===== src/ems_pkg.sv =====
// EMS mapper package
// Bus widths, system-board and EMS port constants, frame bases,
// and the decoded view of a written data byte

package ems_pkg;

    // Bus widths
    localparam int ADDR_WIDTH = 20;
    localparam int DATA_WIDTH = 8;
    localparam int PAGE_WIDTH = 7;

    // Page slots and the address bits that pick one
    localparam int EMS_SLOTS         = 4;
    localparam int SLOT_SELECT_WIDTH = $clog2(EMS_SLOTS);

    // Four page registers at 260h..263h
    localparam logic [15:0] EMS_PORT_BASE = 16'h0260;

    // System-board I/O blocks of 32 ports each
    localparam int SYSBOARD_BLOCKS = 8;
    localparam int DMA_BLOCK       = 0;
    localparam int DMA_PAGE_BLOCK  = 4;

    // Frame upper nibble per frame select with A0000h at index 0
    localparam int FRAME_SELECT_WIDTH = 2;
    localparam int FRAME_BASE_WIDTH   = 4;
    localparam int WINDOW_TAG_WIDTH   = FRAME_BASE_WIDTH + SLOT_SELECT_WIDTH;
    localparam logic [3:0][FRAME_BASE_WIDTH-1:0] FRAME_BASES = {4'hE, 4'hD, 4'hC, 4'hA};

    // Page register codes
    localparam logic [DATA_WIDTH-1:0] PAGE_DISABLE_CODE   = 8'hFF;
    localparam logic [PAGE_WIDTH-1:0] PAGE_DISABLED_VALUE = 7'h7F;
    localparam logic [DATA_WIDTH-1:0] READ_DISABLED_VALUE = 8'hFF;

    // Written byte seen raw or as a command bit above a page number
    typedef union packed {
        logic [DATA_WIDTH-1:0] raw;
        struct packed {
            logic                  command;
            logic [PAGE_WIDTH-1:0] page;
        } fields;
    } ems_write_word_t;

endpackage


===== src/ems_page_slot.sv =====
// EMS page slot
// Holds one page number and its enable flag, flags accesses that fall
// in the slot's 16 KB window and returns the register readback byte

module ems_page_slot
    import ems_pkg::*;
#(
    parameter int SLOT_INDEX = 0
) (
    input  logic                        clock,
    input  logic                        reset,
    input  logic                        write_i,
    input  ems_write_word_t             write_word_i,
    input  logic [FRAME_BASE_WIDTH-1:0] frame_base_i,
    input  logic [ADDR_WIDTH-1:0]       address_i,
    output logic                        window_hit_o,
    output logic [DATA_WIDTH-1:0]       readback_o
);

    logic [PAGE_WIDTH-1:0]       page_q;
    logic                        enable_q;
    logic [WINDOW_TAG_WIDTH-1:0] window_tag;

    // FFh disables, 00h..7Fh maps a page, 80h..FEh is ignored
    always_ff @(posedge clock or posedge reset) begin
        if (reset) begin
            page_q   <= '0;
            enable_q <= 1'b0;
        end else if (write_i) begin
            if (write_word_i.raw == PAGE_DISABLE_CODE) begin
                page_q   <= PAGE_DISABLED_VALUE;
                enable_q <= 1'b0;
            end else if (!write_word_i.fields.command) begin
                page_q   <= write_word_i.fields.page;
                enable_q <= 1'b1;
            end
        end
    end

    // Slot windows sit one after another inside the 64 KB frame
    assign window_tag   = {frame_base_i, SLOT_SELECT_WIDTH'(SLOT_INDEX)};
    assign window_hit_o = enable_q &
        (address_i[ADDR_WIDTH-1 -: WINDOW_TAG_WIDTH] == window_tag);

    always_comb begin
        if (enable_q) begin
            readback_o = {{(DATA_WIDTH - PAGE_WIDTH){1'b0}}, page_q};
        end else begin
            readback_o = READ_DISABLED_VALUE;
        end
    end

endmodule


===== src/ems_peripherals.sv =====
// EMS peripherals top level
// System-board I/O decode plus a four-slot EMS page mapper with
// register readback onto the chipset data bus

module ems_peripherals
    import ems_pkg::*;
(
    input  logic                          clock,
    input  logic                          reset,
    input  logic [ADDR_WIDTH-1:0]         address_i,
    input  logic [DATA_WIDTH-1:0]         data_i,
    input  logic                          io_read_n_i,
    input  logic                          io_write_n_i,
    input  logic                          address_enable_n_i,
    input  logic                          ems_enable_i,
    input  logic [FRAME_SELECT_WIDTH-1:0] ems_frame_select_i,
    output logic                          dma_chip_select_n_o,
    output logic                          dma_page_chip_select_n_o,
    output logic [EMS_SLOTS-1:0]          ems_window_hit_o,
    output logic [DATA_WIDTH-1:0]         data_bus_o,
    output logic                          data_bus_out_from_chipset_o
);

    ems_write_word_t                      write_word;
    logic [EMS_SLOTS-1:0]                 slot_write;
    logic [EMS_SLOTS-1:0]                 slot_read;
    logic [FRAME_BASE_WIDTH-1:0]          frame_base;
    logic [EMS_SLOTS-1:0][DATA_WIDTH-1:0] readback;

    peripheral_decode u_peripheral_decode (
        .address_i                (address_i),
        .data_i                   (data_i),
        .io_read_n_i              (io_read_n_i),
        .io_write_n_i             (io_write_n_i),
        .address_enable_n_i       (address_enable_n_i),
        .ems_enable_i             (ems_enable_i),
        .ems_frame_select_i       (ems_frame_select_i),
        .dma_chip_select_n_o      (dma_chip_select_n_o),
        .dma_page_chip_select_n_o (dma_page_chip_select_n_o),
        .write_word_o             (write_word),
        .slot_write_o             (slot_write),
        .slot_read_o              (slot_read),
        .frame_base_o             (frame_base)
    );

    // One slot per page register
    for (genvar i = 0; i < EMS_SLOTS; i++) begin : g_slot
        ems_page_slot #(
            .SLOT_INDEX (i)
        ) u_ems_page_slot (
            .clock        (clock),
            .reset        (reset),
            .write_i      (slot_write[i]),
            .write_word_i (write_word),
            .frame_base_i (frame_base),
            .address_i    (address_i),
            .window_hit_o (ems_window_hit_o[i]),
            .readback_o   (readback[i])
        );
    end

    ems_read_mux u_ems_read_mux (
        .slot_read_i                 (slot_read),
        .readback_i                  (readback),
        .data_bus_o                  (data_bus_o),
        .data_bus_out_from_chipset_o (data_bus_out_from_chipset_o)
    );

endmodule


===== src/ems_read_mux.sv =====
// EMS register read mux
// Puts the addressed slot's readback byte on the data bus and claims
// the bus for the chipset during an EMS register read

module ems_read_mux
    import ems_pkg::*;
(
    input  logic [EMS_SLOTS-1:0]                 slot_read_i,
    input  logic [EMS_SLOTS-1:0][DATA_WIDTH-1:0] readback_i,
    output logic [DATA_WIDTH-1:0]                data_bus_o,
    output logic                                 data_bus_out_from_chipset_o
);

    logic [DATA_WIDTH-1:0] selected;

    // One-hot strobe lets only the addressed byte through
    always_comb begin
        selected = '0;
        for (int i = 0; i < EMS_SLOTS; i++) begin
            if (slot_read_i[i]) begin
                selected = selected | readback_i[i];
            end
        end
    end

    always_comb begin
        if (|slot_read_i) begin
            data_bus_o                  = selected;
            data_bus_out_from_chipset_o = 1'b1;
        end else begin
            // Bus released
            data_bus_o                  = '0;
            data_bus_out_from_chipset_o = 1'b0;
        end
    end

endmodule


===== src/peripheral_decode.sv =====
// System-board I/O decode
// Splits ports 000h..0FFh into 32-port blocks, strobes the four EMS
// page registers and looks up the EMS frame base

module peripheral_decode
    import ems_pkg::*;
(
    input  logic [ADDR_WIDTH-1:0]         address_i,
    input  logic [DATA_WIDTH-1:0]         data_i,
    input  logic                          io_read_n_i,
    input  logic                          io_write_n_i,
    input  logic                          address_enable_n_i,
    input  logic                          ems_enable_i,
    input  logic [FRAME_SELECT_WIDTH-1:0] ems_frame_select_i,
    output logic                          dma_chip_select_n_o,
    output logic                          dma_page_chip_select_n_o,
    output ems_write_word_t               write_word_o,
    output logic [EMS_SLOTS-1:0]          slot_write_o,
    output logic [EMS_SLOTS-1:0]          slot_read_o,
    output logic [FRAME_BASE_WIDTH-1:0]   frame_base_o
);

    logic                 sysboard_range;
    logic [2:0]           block;
    logic                 ems_range;
    logic [EMS_SLOTS-1:0] slot_one_hot;

    // Ports 000h..0FFh while the CPU owns the bus
    assign sysboard_range = ~address_enable_n_i & (address_i[9:8] == 2'b00);

    // Eight 32-port blocks of which only DMA and DMA page leave the block
    assign block = address_i[7:5];

    assign dma_chip_select_n_o      = ~(sysboard_range & (block == 3'(DMA_BLOCK)));
    assign dma_page_chip_select_n_o = ~(sysboard_range & (block == 3'(DMA_PAGE_BLOCK)));

    // EMS page registers
    assign ems_range = ems_enable_i & ~address_enable_n_i &
        (address_i[15:SLOT_SELECT_WIDTH] == EMS_PORT_BASE[15:SLOT_SELECT_WIDTH]);

    assign slot_one_hot = EMS_SLOTS'(1) << address_i[SLOT_SELECT_WIDTH-1:0];

    always_comb begin
        slot_write_o = '0;
        slot_read_o  = '0;
        if (ems_range) begin
            if (~io_write_n_i) begin
                slot_write_o = slot_one_hot;
            end
            if (~io_read_n_i) begin
                slot_read_o = slot_one_hot;
            end
        end
    end

    // Data byte goes to every slot and the strobe picks the one that takes it
    assign write_word_o = data_i;

    // A0000h, C0000h, D0000h or E0000h
    assign frame_base_o = FRAME_BASES[ems_frame_select_i];

endmodule


===== config.mk =====
export PLATFORM = sky130hd
export DESIGN_NAME = ems_peripherals
export DESIGN_NICKNAME = d
export VERILOG_FILES = /design/src/ems_pkg.sv /design/src/ems_page_slot.sv /design/src/ems_peripherals.sv /design/src/ems_read_mux.sv /design/src/peripheral_decode.sv
export SDC_FILE = /design/constraint.sdc
export NUM_CORES = 1
export LEC_CHECK = 0
export BUFFER_PORTS_ARGS = -buffer_cell sky130_fd_sc_hd__buf_2
export CAP_MARGIN = 15
export CORE_UTILIZATION = 40
export CTS_BUF_LIST = sky130_fd_sc_hd__clkbuf_4
export DETAILED_ROUTE_END_ITERATION = 6
export PLACE_DENSITY = 0.76
export SLEW_MARGIN = 20
export SYNTH_ARGS = -nofsm -noshare
export SYNTH_HDL_FRONTEND = slang
export SYNTH_SLANG_ARGS = --single-unit

===== constraint.sdc =====
create_clock -name clock -period 1.5 [get_ports clock]
set_input_delay 0.15 -clock clock [delete_from_list [all_inputs] [get_ports clock]]
set_output_delay 0.15 -clock clock [all_outputs]
set_load 0.01 [all_outputs]

==> flow_summary.json, run 1 <==
{
  "final_nets": 282,
  "ys_seq_elements": 32,
  "hp-class": "in2reg",
  "ios": 51,
  "synth_area_leaders": "dfrtp_1 44%, mux2_2 16%, o21ai_0 7.7%",
  "report.final.slew_viol_count": 0,
  "yosys_warnings": 0,
  "outcome": "complete, but fails checks",
  "hold_depth": 2,
  "antenna_cells": 0,
  "synth_common_cells": "32 x dfrtp_1, 28 x o21ai_0, 26 x mux2_2, 8 x inv_1, 7 x a41oi_1",
  "dr.pass1.iters": 4,
  "rows": 24,
  "grt_max_degree": 33,
  "synth_top_area_share": 0.440,
  "drc": 0,
  "cts_tree": "yes",
  "syn_inst": 159,
  "initial_core_util": 0.418,
  "r2r_cells": 4,
  "syn_nets": 197,
  "holdPathEnd": "g_slot[0].u_ems_page_slot.enable_q",
  "reg2reg_to": "g_slot[3].u_ems_page_slot.enable_q",
  "grt_use_total": 0.215,
  "critPathArrivalTime_ns": 1.40,
  "grt_first_pass_wirelength_um": 8080,
  "synth_top_area_cell": "dfrtp_1",
  "fmax_ghz": 0.644,
  "synth_edf_count": 0,
  "cts_buffers": 5,
  "max_slew_margin": 0.732,
  "drt_iter0_drc": 62,
  "power-per-cell-area_mw_per_mm2": 636,
  "grt_pass1_vias": 1686,
  "min-delay-start": "data_i[7]",
  "p_switching_w": 0.000419,
  "vias_per_cell": 5.81,
  "synth_most_common_cell": "dfrtp_1",
  "cts.sinks": 32,
  "via_count": 1726,
  "setup-tns-final_ns": -0.168,
  "clk_latency_ns": 0.32,
  "setup.worst_path.end_class": "output port",
  "cp_slowest_cell": "dfrtp_2",
  "pre_cts_slack_ns": -0.299,
  "rsz0062_at_grt": "yes",
  "final.min_clock_period_ns": 1.55,
  "totalPowerFinal_w": 0.00175,
  "wirelength_um": 5370,
  "worstMarginPinSlew_ns": 0.402,
  "worstPathMaxFanout": 4,
  "die-area_mm2": 0.00482,
  "crit_required_ns": 1.35,
  "postRouteAntennaNets": 0,
  "clock-root-buffer": "clkbuf_4",
  "antenna_found_initial": 0,
  "start_kind": "flop",
  "setup_viol": 6,
  "die_y_um": 69.4,
  "p_sw_frac": 0.239,
  "p_leak_nw": 1.23,
  "finalCritPeriodShare": 1.04,
  "postSynthAreaPerCell_um2": 11.4,
  "clkTransAtPathRegs_ns": 0.09,
  "cp_cell_sequence": "clkinvlp_4 -> o21ai_1 -> a41oi_2 -> buf_2",
  "intPower_w": 0.00134,
  "async_flop_share": 1.00,
  "synth_cell_types": 32,
  "synthFlopType": "dfrtp_1",
  "dp_cells": 281,
  "crit_path_max_incr_delay_ns": 0.44,
  "setup_slack_ns": -0.0533,
  "die_w_um": 69.4,
  "hpwl_um": 3500,
  "combPwrFrac": 0.133,
  "max-clock-path-buffers": 2,
  "instances_no_fill": 297,
  "gp_congestion": 0.819,
  "fin_hold_ws_ns": 0.100,
  "cap_violations": 0,
  "irDropWorstVdd_mv": 0.407,
  "numPortBuffers": 50,
  "wl_per_cell_um": 18.1,
  "critical_path_class": "reg2out",
  "regToRegSetupSlack_ns": 0.37,
  "reg2reg_from": "g_slot[3].u_ems_page_slot.enable_q",
  "sequentialPowerShare": 0.491,
  "p_clk_frac": 0.376,
  "syn2layout_area_growth_pct": 51.7,
  "finalClockSkew_ns": 0,
  "netlist_area_mm2": 0.00182,
  "drive_gt1_frac": 0.649,
  "htreeDepth": 2,
  "ys_seq_area_frac": 0.440,
  "violations": "setup timing",
  "grt.overflow.total": 0,
  "coreArea_mm2": 0.00435,
  "hold_violations": 0
}
[metal layers]
metal / wire length [µm] / track usage / up-vias
met4: 94 / 0.111 / 0
met2: 2800 / 0.353 / 66
li1: - / - / 785
met5: 0 / 0 / -
met3: 283 / 0.0451 / 11
met1: 2190 / 0.267 / 864
[what timing repair did]
item / in CTS / in global routing
hold buffers: 1 / 0
buffers inserted: 3 / 2
gates resized for setup: 29 / 51
hold endpoints to repair: 32 / 0
gates cloned: 1 / 1
pin swaps: 7 / 8
endpoints found under the setup margin: 9 / 28
[layout make-up]
cell class                      instances  area, µm²
Clock buffer                            6       45.0
Clock inverter                          2       35.0
Fill cell                             325       1600
Inverter                                9       48.8
Multi-Input combinational cell        112       1180
Sequential cell                        32        803
Tap cell                               52       65.1
Timing Repair Buffer                   82        569
Timing Repair inverter                  2       15.0
[worst max-delay path: cells and delay by family, from the launching register on]
| family | cells | cell delay, ns |
|---|---|---|
| DFF | 1 | 0.44 |
| AOI/OAI and AO/OA | 2 | 0.32 |
| buffers and inverters | 2 | 0.32 |
[sequential cells by signal (all words and copies together), names as in the netlist]
register and flops:
g_slot.u_ems_page_slot.page_q 28, g_slot.u_ems_page_slot.enable_q 4
[cells by family after synthesis]
kind of cell / synth area share
compound gates: 0.150
simple gates: 0.169
flops: 0.440
mux: 0.173
buf+inv: 0.0392
xor+xnor: 0.0145
fa+ha+maj: 0.0138
[cells in the final DEF, fill, tap and decap left out, types with 4 or more instances in the layout]
master	n
o21ai_2	8
o21ai_1	12
mux2_2	10
inv_4	6
o32ai_1	4
mux2_4	17
dfrtp_1	30
nand2_1	4
nor4_4	5
clkbuf_4	6
buf_4	25
nor2_1	6
buf_2	44
o21ai_0	8
buf_6	9
a41oi_2	6
[worst max path at each step]
stage | startpoint | endpoint | slack (ns) | cells past startpoint
floorplan | address_enable_n_i | g_slot[1].u_ems_page_slot.page_q[0] | -0.11 | 4
global placement | address_enable_n_i | g_slot[3].u_ems_page_slot.enable_q | -0.25 | 6
CTS | ems_frame_select_i[0] | ems_window_hit_o[1] | -0.03 | 7
finish | g_slot[2].u_ems_page_slot.enable_q | data_bus_o[3] | -0.05 | 4
detailed placement | address_enable_n_i | g_slot[3].u_ems_page_slot.enable_q | -0.30 | 6
global route | g_slot[3].u_ems_page_slot.enable_q | data_bus_o[6] | -0.11 | 4
[power groups by stage]
stage,combinational (W),sequential (W),clock [W]
global route,0.000249,0.000862,0.000706
floorplan,0.0000766,0.000879,0
global placement,0.000196,0.000879,0
detailed placement,0.000200,0.000879,0
finish,0.000232,0.000862,0.000660
CTS,0.000205,0.000862,0.000667
[through the flow]
| stage | area [µm²] | util |
|---|---|---|
| floorplan | 1890 | - |
| global placement | 2370 | 0.545 |
| detailed placement | 2370 | 0.545 |
| CTS | 2560 | 0.588 |
| global route | 2760 | 0.633 |
| finish | 2760 | 0.633 |
No activity file was read; power rests on OpenSTA's default activity.
==> run 2: changes to the inputs <==
- PLACE_DENSITY: 0.76 -> 0.78
- clock period: 1.5 -> 1.2 ns (I/O delays scaled with it)
==> run 2 against run 1 <==
  * Critical path depth unchanged
  * Total power up 18%
  * Largest power group unchanged
  * Critical endpoint is now ems_window_hit_o[1]
  * Via count up 6.1%
  * Clock power about the same
  * The flow still finishes with violations (setup timing)
==> flow_summary.json, run 2 (synthesis results as in run 1) <==
{
  "setup_viol": 45,
  "grt_max_degree": 33,
  "setup.worst_path.end_class": "output port",
  "totalPowerFinal_w": 0.00208,
  "finalCritPeriodShare": 1.26,
  "p_switching_w": 0.000574,
  "vias_per_cell": 5.83,
  "final.min_clock_period_ns": 1.51,
  "drt_iter0_drc": 130,
  "setup_slack_ns": -0.311,
  "cp_cell_sequence": "clkinv_4 -> buf_6 -> nor4_2 -> buf_2",
  "regArea_um2": 801,
  "initial_core_util": 0.418,
  "rsz0062_at_grt": "yes",
  "gp_congestion": 0.868,
  "final_util": 0.705,
  "grt_use_total": 0.257,
  "p_leak_nw": 1.36,
  "final_area_mm2": 0.00307,
  "dr.pass1.iters": 4,
  "antenna_found_initial": 0,
  "violations": "setup timing",
  "antenna_cells": 0,
  "place_area_mm2": 0.00254,
  "cts_tree": "yes",
  "sequentialPowerShare": 0.519,
  "rows": 24,
  "pre_cts_slack_ns": -0.612,
  "cts_buffers": 5,
  "htreeDepth": 2,
  "drc": 0,
  "fmax_ghz": 0.662,
  "gr-usage-met1": 0.317,
  "irDropWorstVdd_mv": 0.822,
  "clkTransAtPathRegs_ns": 0.11,
  "die_w_um": 69.4,
  "cts.sinks": 32,
  "ios": 51,
  "die-area_mm2": 0.00482,
  "intPower_w": 0.00150,
  "finalClockSkew_ns": 0,
  "p_clk_frac": 0.317,
  "grt_first_pass_wirelength_um": 9650,
  "hpwl_um": 3910,
  "crit_required_ns": 1.08,
  "grt_pass1_vias": 1934,
  "multi_input_area_mm2": 0.00134,
  "clock-root-buffer": "clkbuf_4",
  "critPathArrivalTime_ns": 1.39,
  "use_met2": 0.451,
  "setup-tns-final_ns": -7.98,
  "syn2layout_area_growth_pct": 68.9,
  "combPwrFrac": 0.164,
  "crit_path_max_incr_delay_ns": 0.40,
  "regMostFlops": "g_slot.u_ems_page_slot.page_q",
  "outcome": "complete, but fails checks",
  "cp_slowest_cell": "dfrtp_1",
  "largest_reg_flops": 28,
  "numPortBuffers": 50,
  "via_count": 1832,
  "worstPathMaxFanout": 10,
  "start_kind": "flop",
  "final.fill_count": 281,
  "critical_path_class": "reg2out",
  "final_nets": 299,
  "postRouteAntennaNets": 0,
  "final_common_cell": "buf_2",
  "die_y_um": 69.4,
  "coreArea_mm2": 0.00435,
  "crit_buf_inv": 3,
  "max-clock-path-buffers": 2,
  "clk_latency_ns": 0.35,
  "final_cell_mix": "43 x buf_2, 35 x buf_4, 32 x dfrtp_1",
  "power-per-cell-area_mw_per_mm2": 677,
  "met3_usage": 0.0581,
  "reg_top3": "g_slot.u_ems_page_slot.page_q: 28 flops, g_slot.u_ems_page_slot.enable_q: 4 flops",
  "report.final.slew_viol_count": 0,
  "crit_family": "buffers and inverters",
  "p_sw_frac": 0.276,
  "grt.overflow.total": 0,
  "hold_violations": 0,
  "wirelength_um": 6320,
  "cap_violations": 0,
  "wl_per_cell_um": 20.1,
  "hp-class": "in2reg",
  "max_slew_margin": 0.725,
  "grt.busiest_layer": "met2",
  "worstMarginPinSlew_ns": 0.411,
  "drive_gt1_frac": 0.714
}
==> run 2: path summary, 6_finish.rpt <==
path / end / startpoint / cells past startpoint / slack, ns
worst max-delay path: ems_window_hit_o[1] / g_slot[1].u_ems_page_slot.enable_q / 4 / -0.31
worst min-delay path: g_slot[2].u_ems_page_slot.enable_q / data_i[7] / 3 / 0.12
worst max register to register: g_slot[1].u_ems_page_slot.enable_q / g_slot[1].u_ems_page_slot.enable_q / 4 / 0.21
worst min register to register: g_slot[0].u_ems_page_slot.page_q[5] / g_slot[0].u_ems_page_slot.page_q[5] / 1 / 0.53
max in group asynchronous: g_slot[1].u_ems_page_slot.page_q[5] / reset / 4 / 0.52
min in group asynchronous: g_slot[1].u_ems_page_slot.page_q[3] / reset / 4 / 0.37
==> run 2: power by group through the flow <==
stage / clock, W / combinational, W / sequential (W)
global placement: 0 / 0.000260 / 0.00110
detailed placement: 0 / 0.000268 / 0.00110
CTS: 0.000647 / 0.000301 / 0.00108
global route: 0.000704 / 0.000363 / 0.00108
finish: 0.000659 / 0.000341 / 0.00108
floorplan: 0 / 0.0000958 / 0.00110
==> run 2: area by class of cell <==
class	instances	share of cell area
Multi-Input combinational cell	112	0.436
Sequential cell	32	0.261
Timing Repair Buffer	101	0.249
Tap cell	52	0.0212
Clock buffer	7	0.0171
Inverter	9	0.0151
Clock inverter	1	0.00122
==> run 2: worst register-to-register path, cell delays in order, from the launching register on <==
cell and delay, ns:
dfrtp_1 0.40, clkinv_4 0.11, buf_4 0.15, buf_4 0.13, o32ai_2 0.12
==> run 2: metrics by stage <==
stage	instances	hold WS (ns)
floorplan	159	0.234
global placement	296	0.215
detailed placement	296	0.223
CTS	309	0.114
global route	314	0.135
finish	314	0.123
==> run 2: layer usage <==
layer / wire length [µm] / vias up / part of all wire
met4: 237 / 0 / 0.038
met3: 367 / 27 / 0.058
met1: 2470 / 909 / 0.39
li1: - / 813 / -
met5: 0 / - / 0
met2: 3240 / 83 / 0.51
==> run 2: timing repair <==
action,in CTS,in global routing
pin swaps,11,18
hold buffers,1,0
gates cloned,0,0
resized for setup,67,40
endpoints found under the setup margin,46,47
buffers inserted,5,5
hold endpoints to repair,32,0
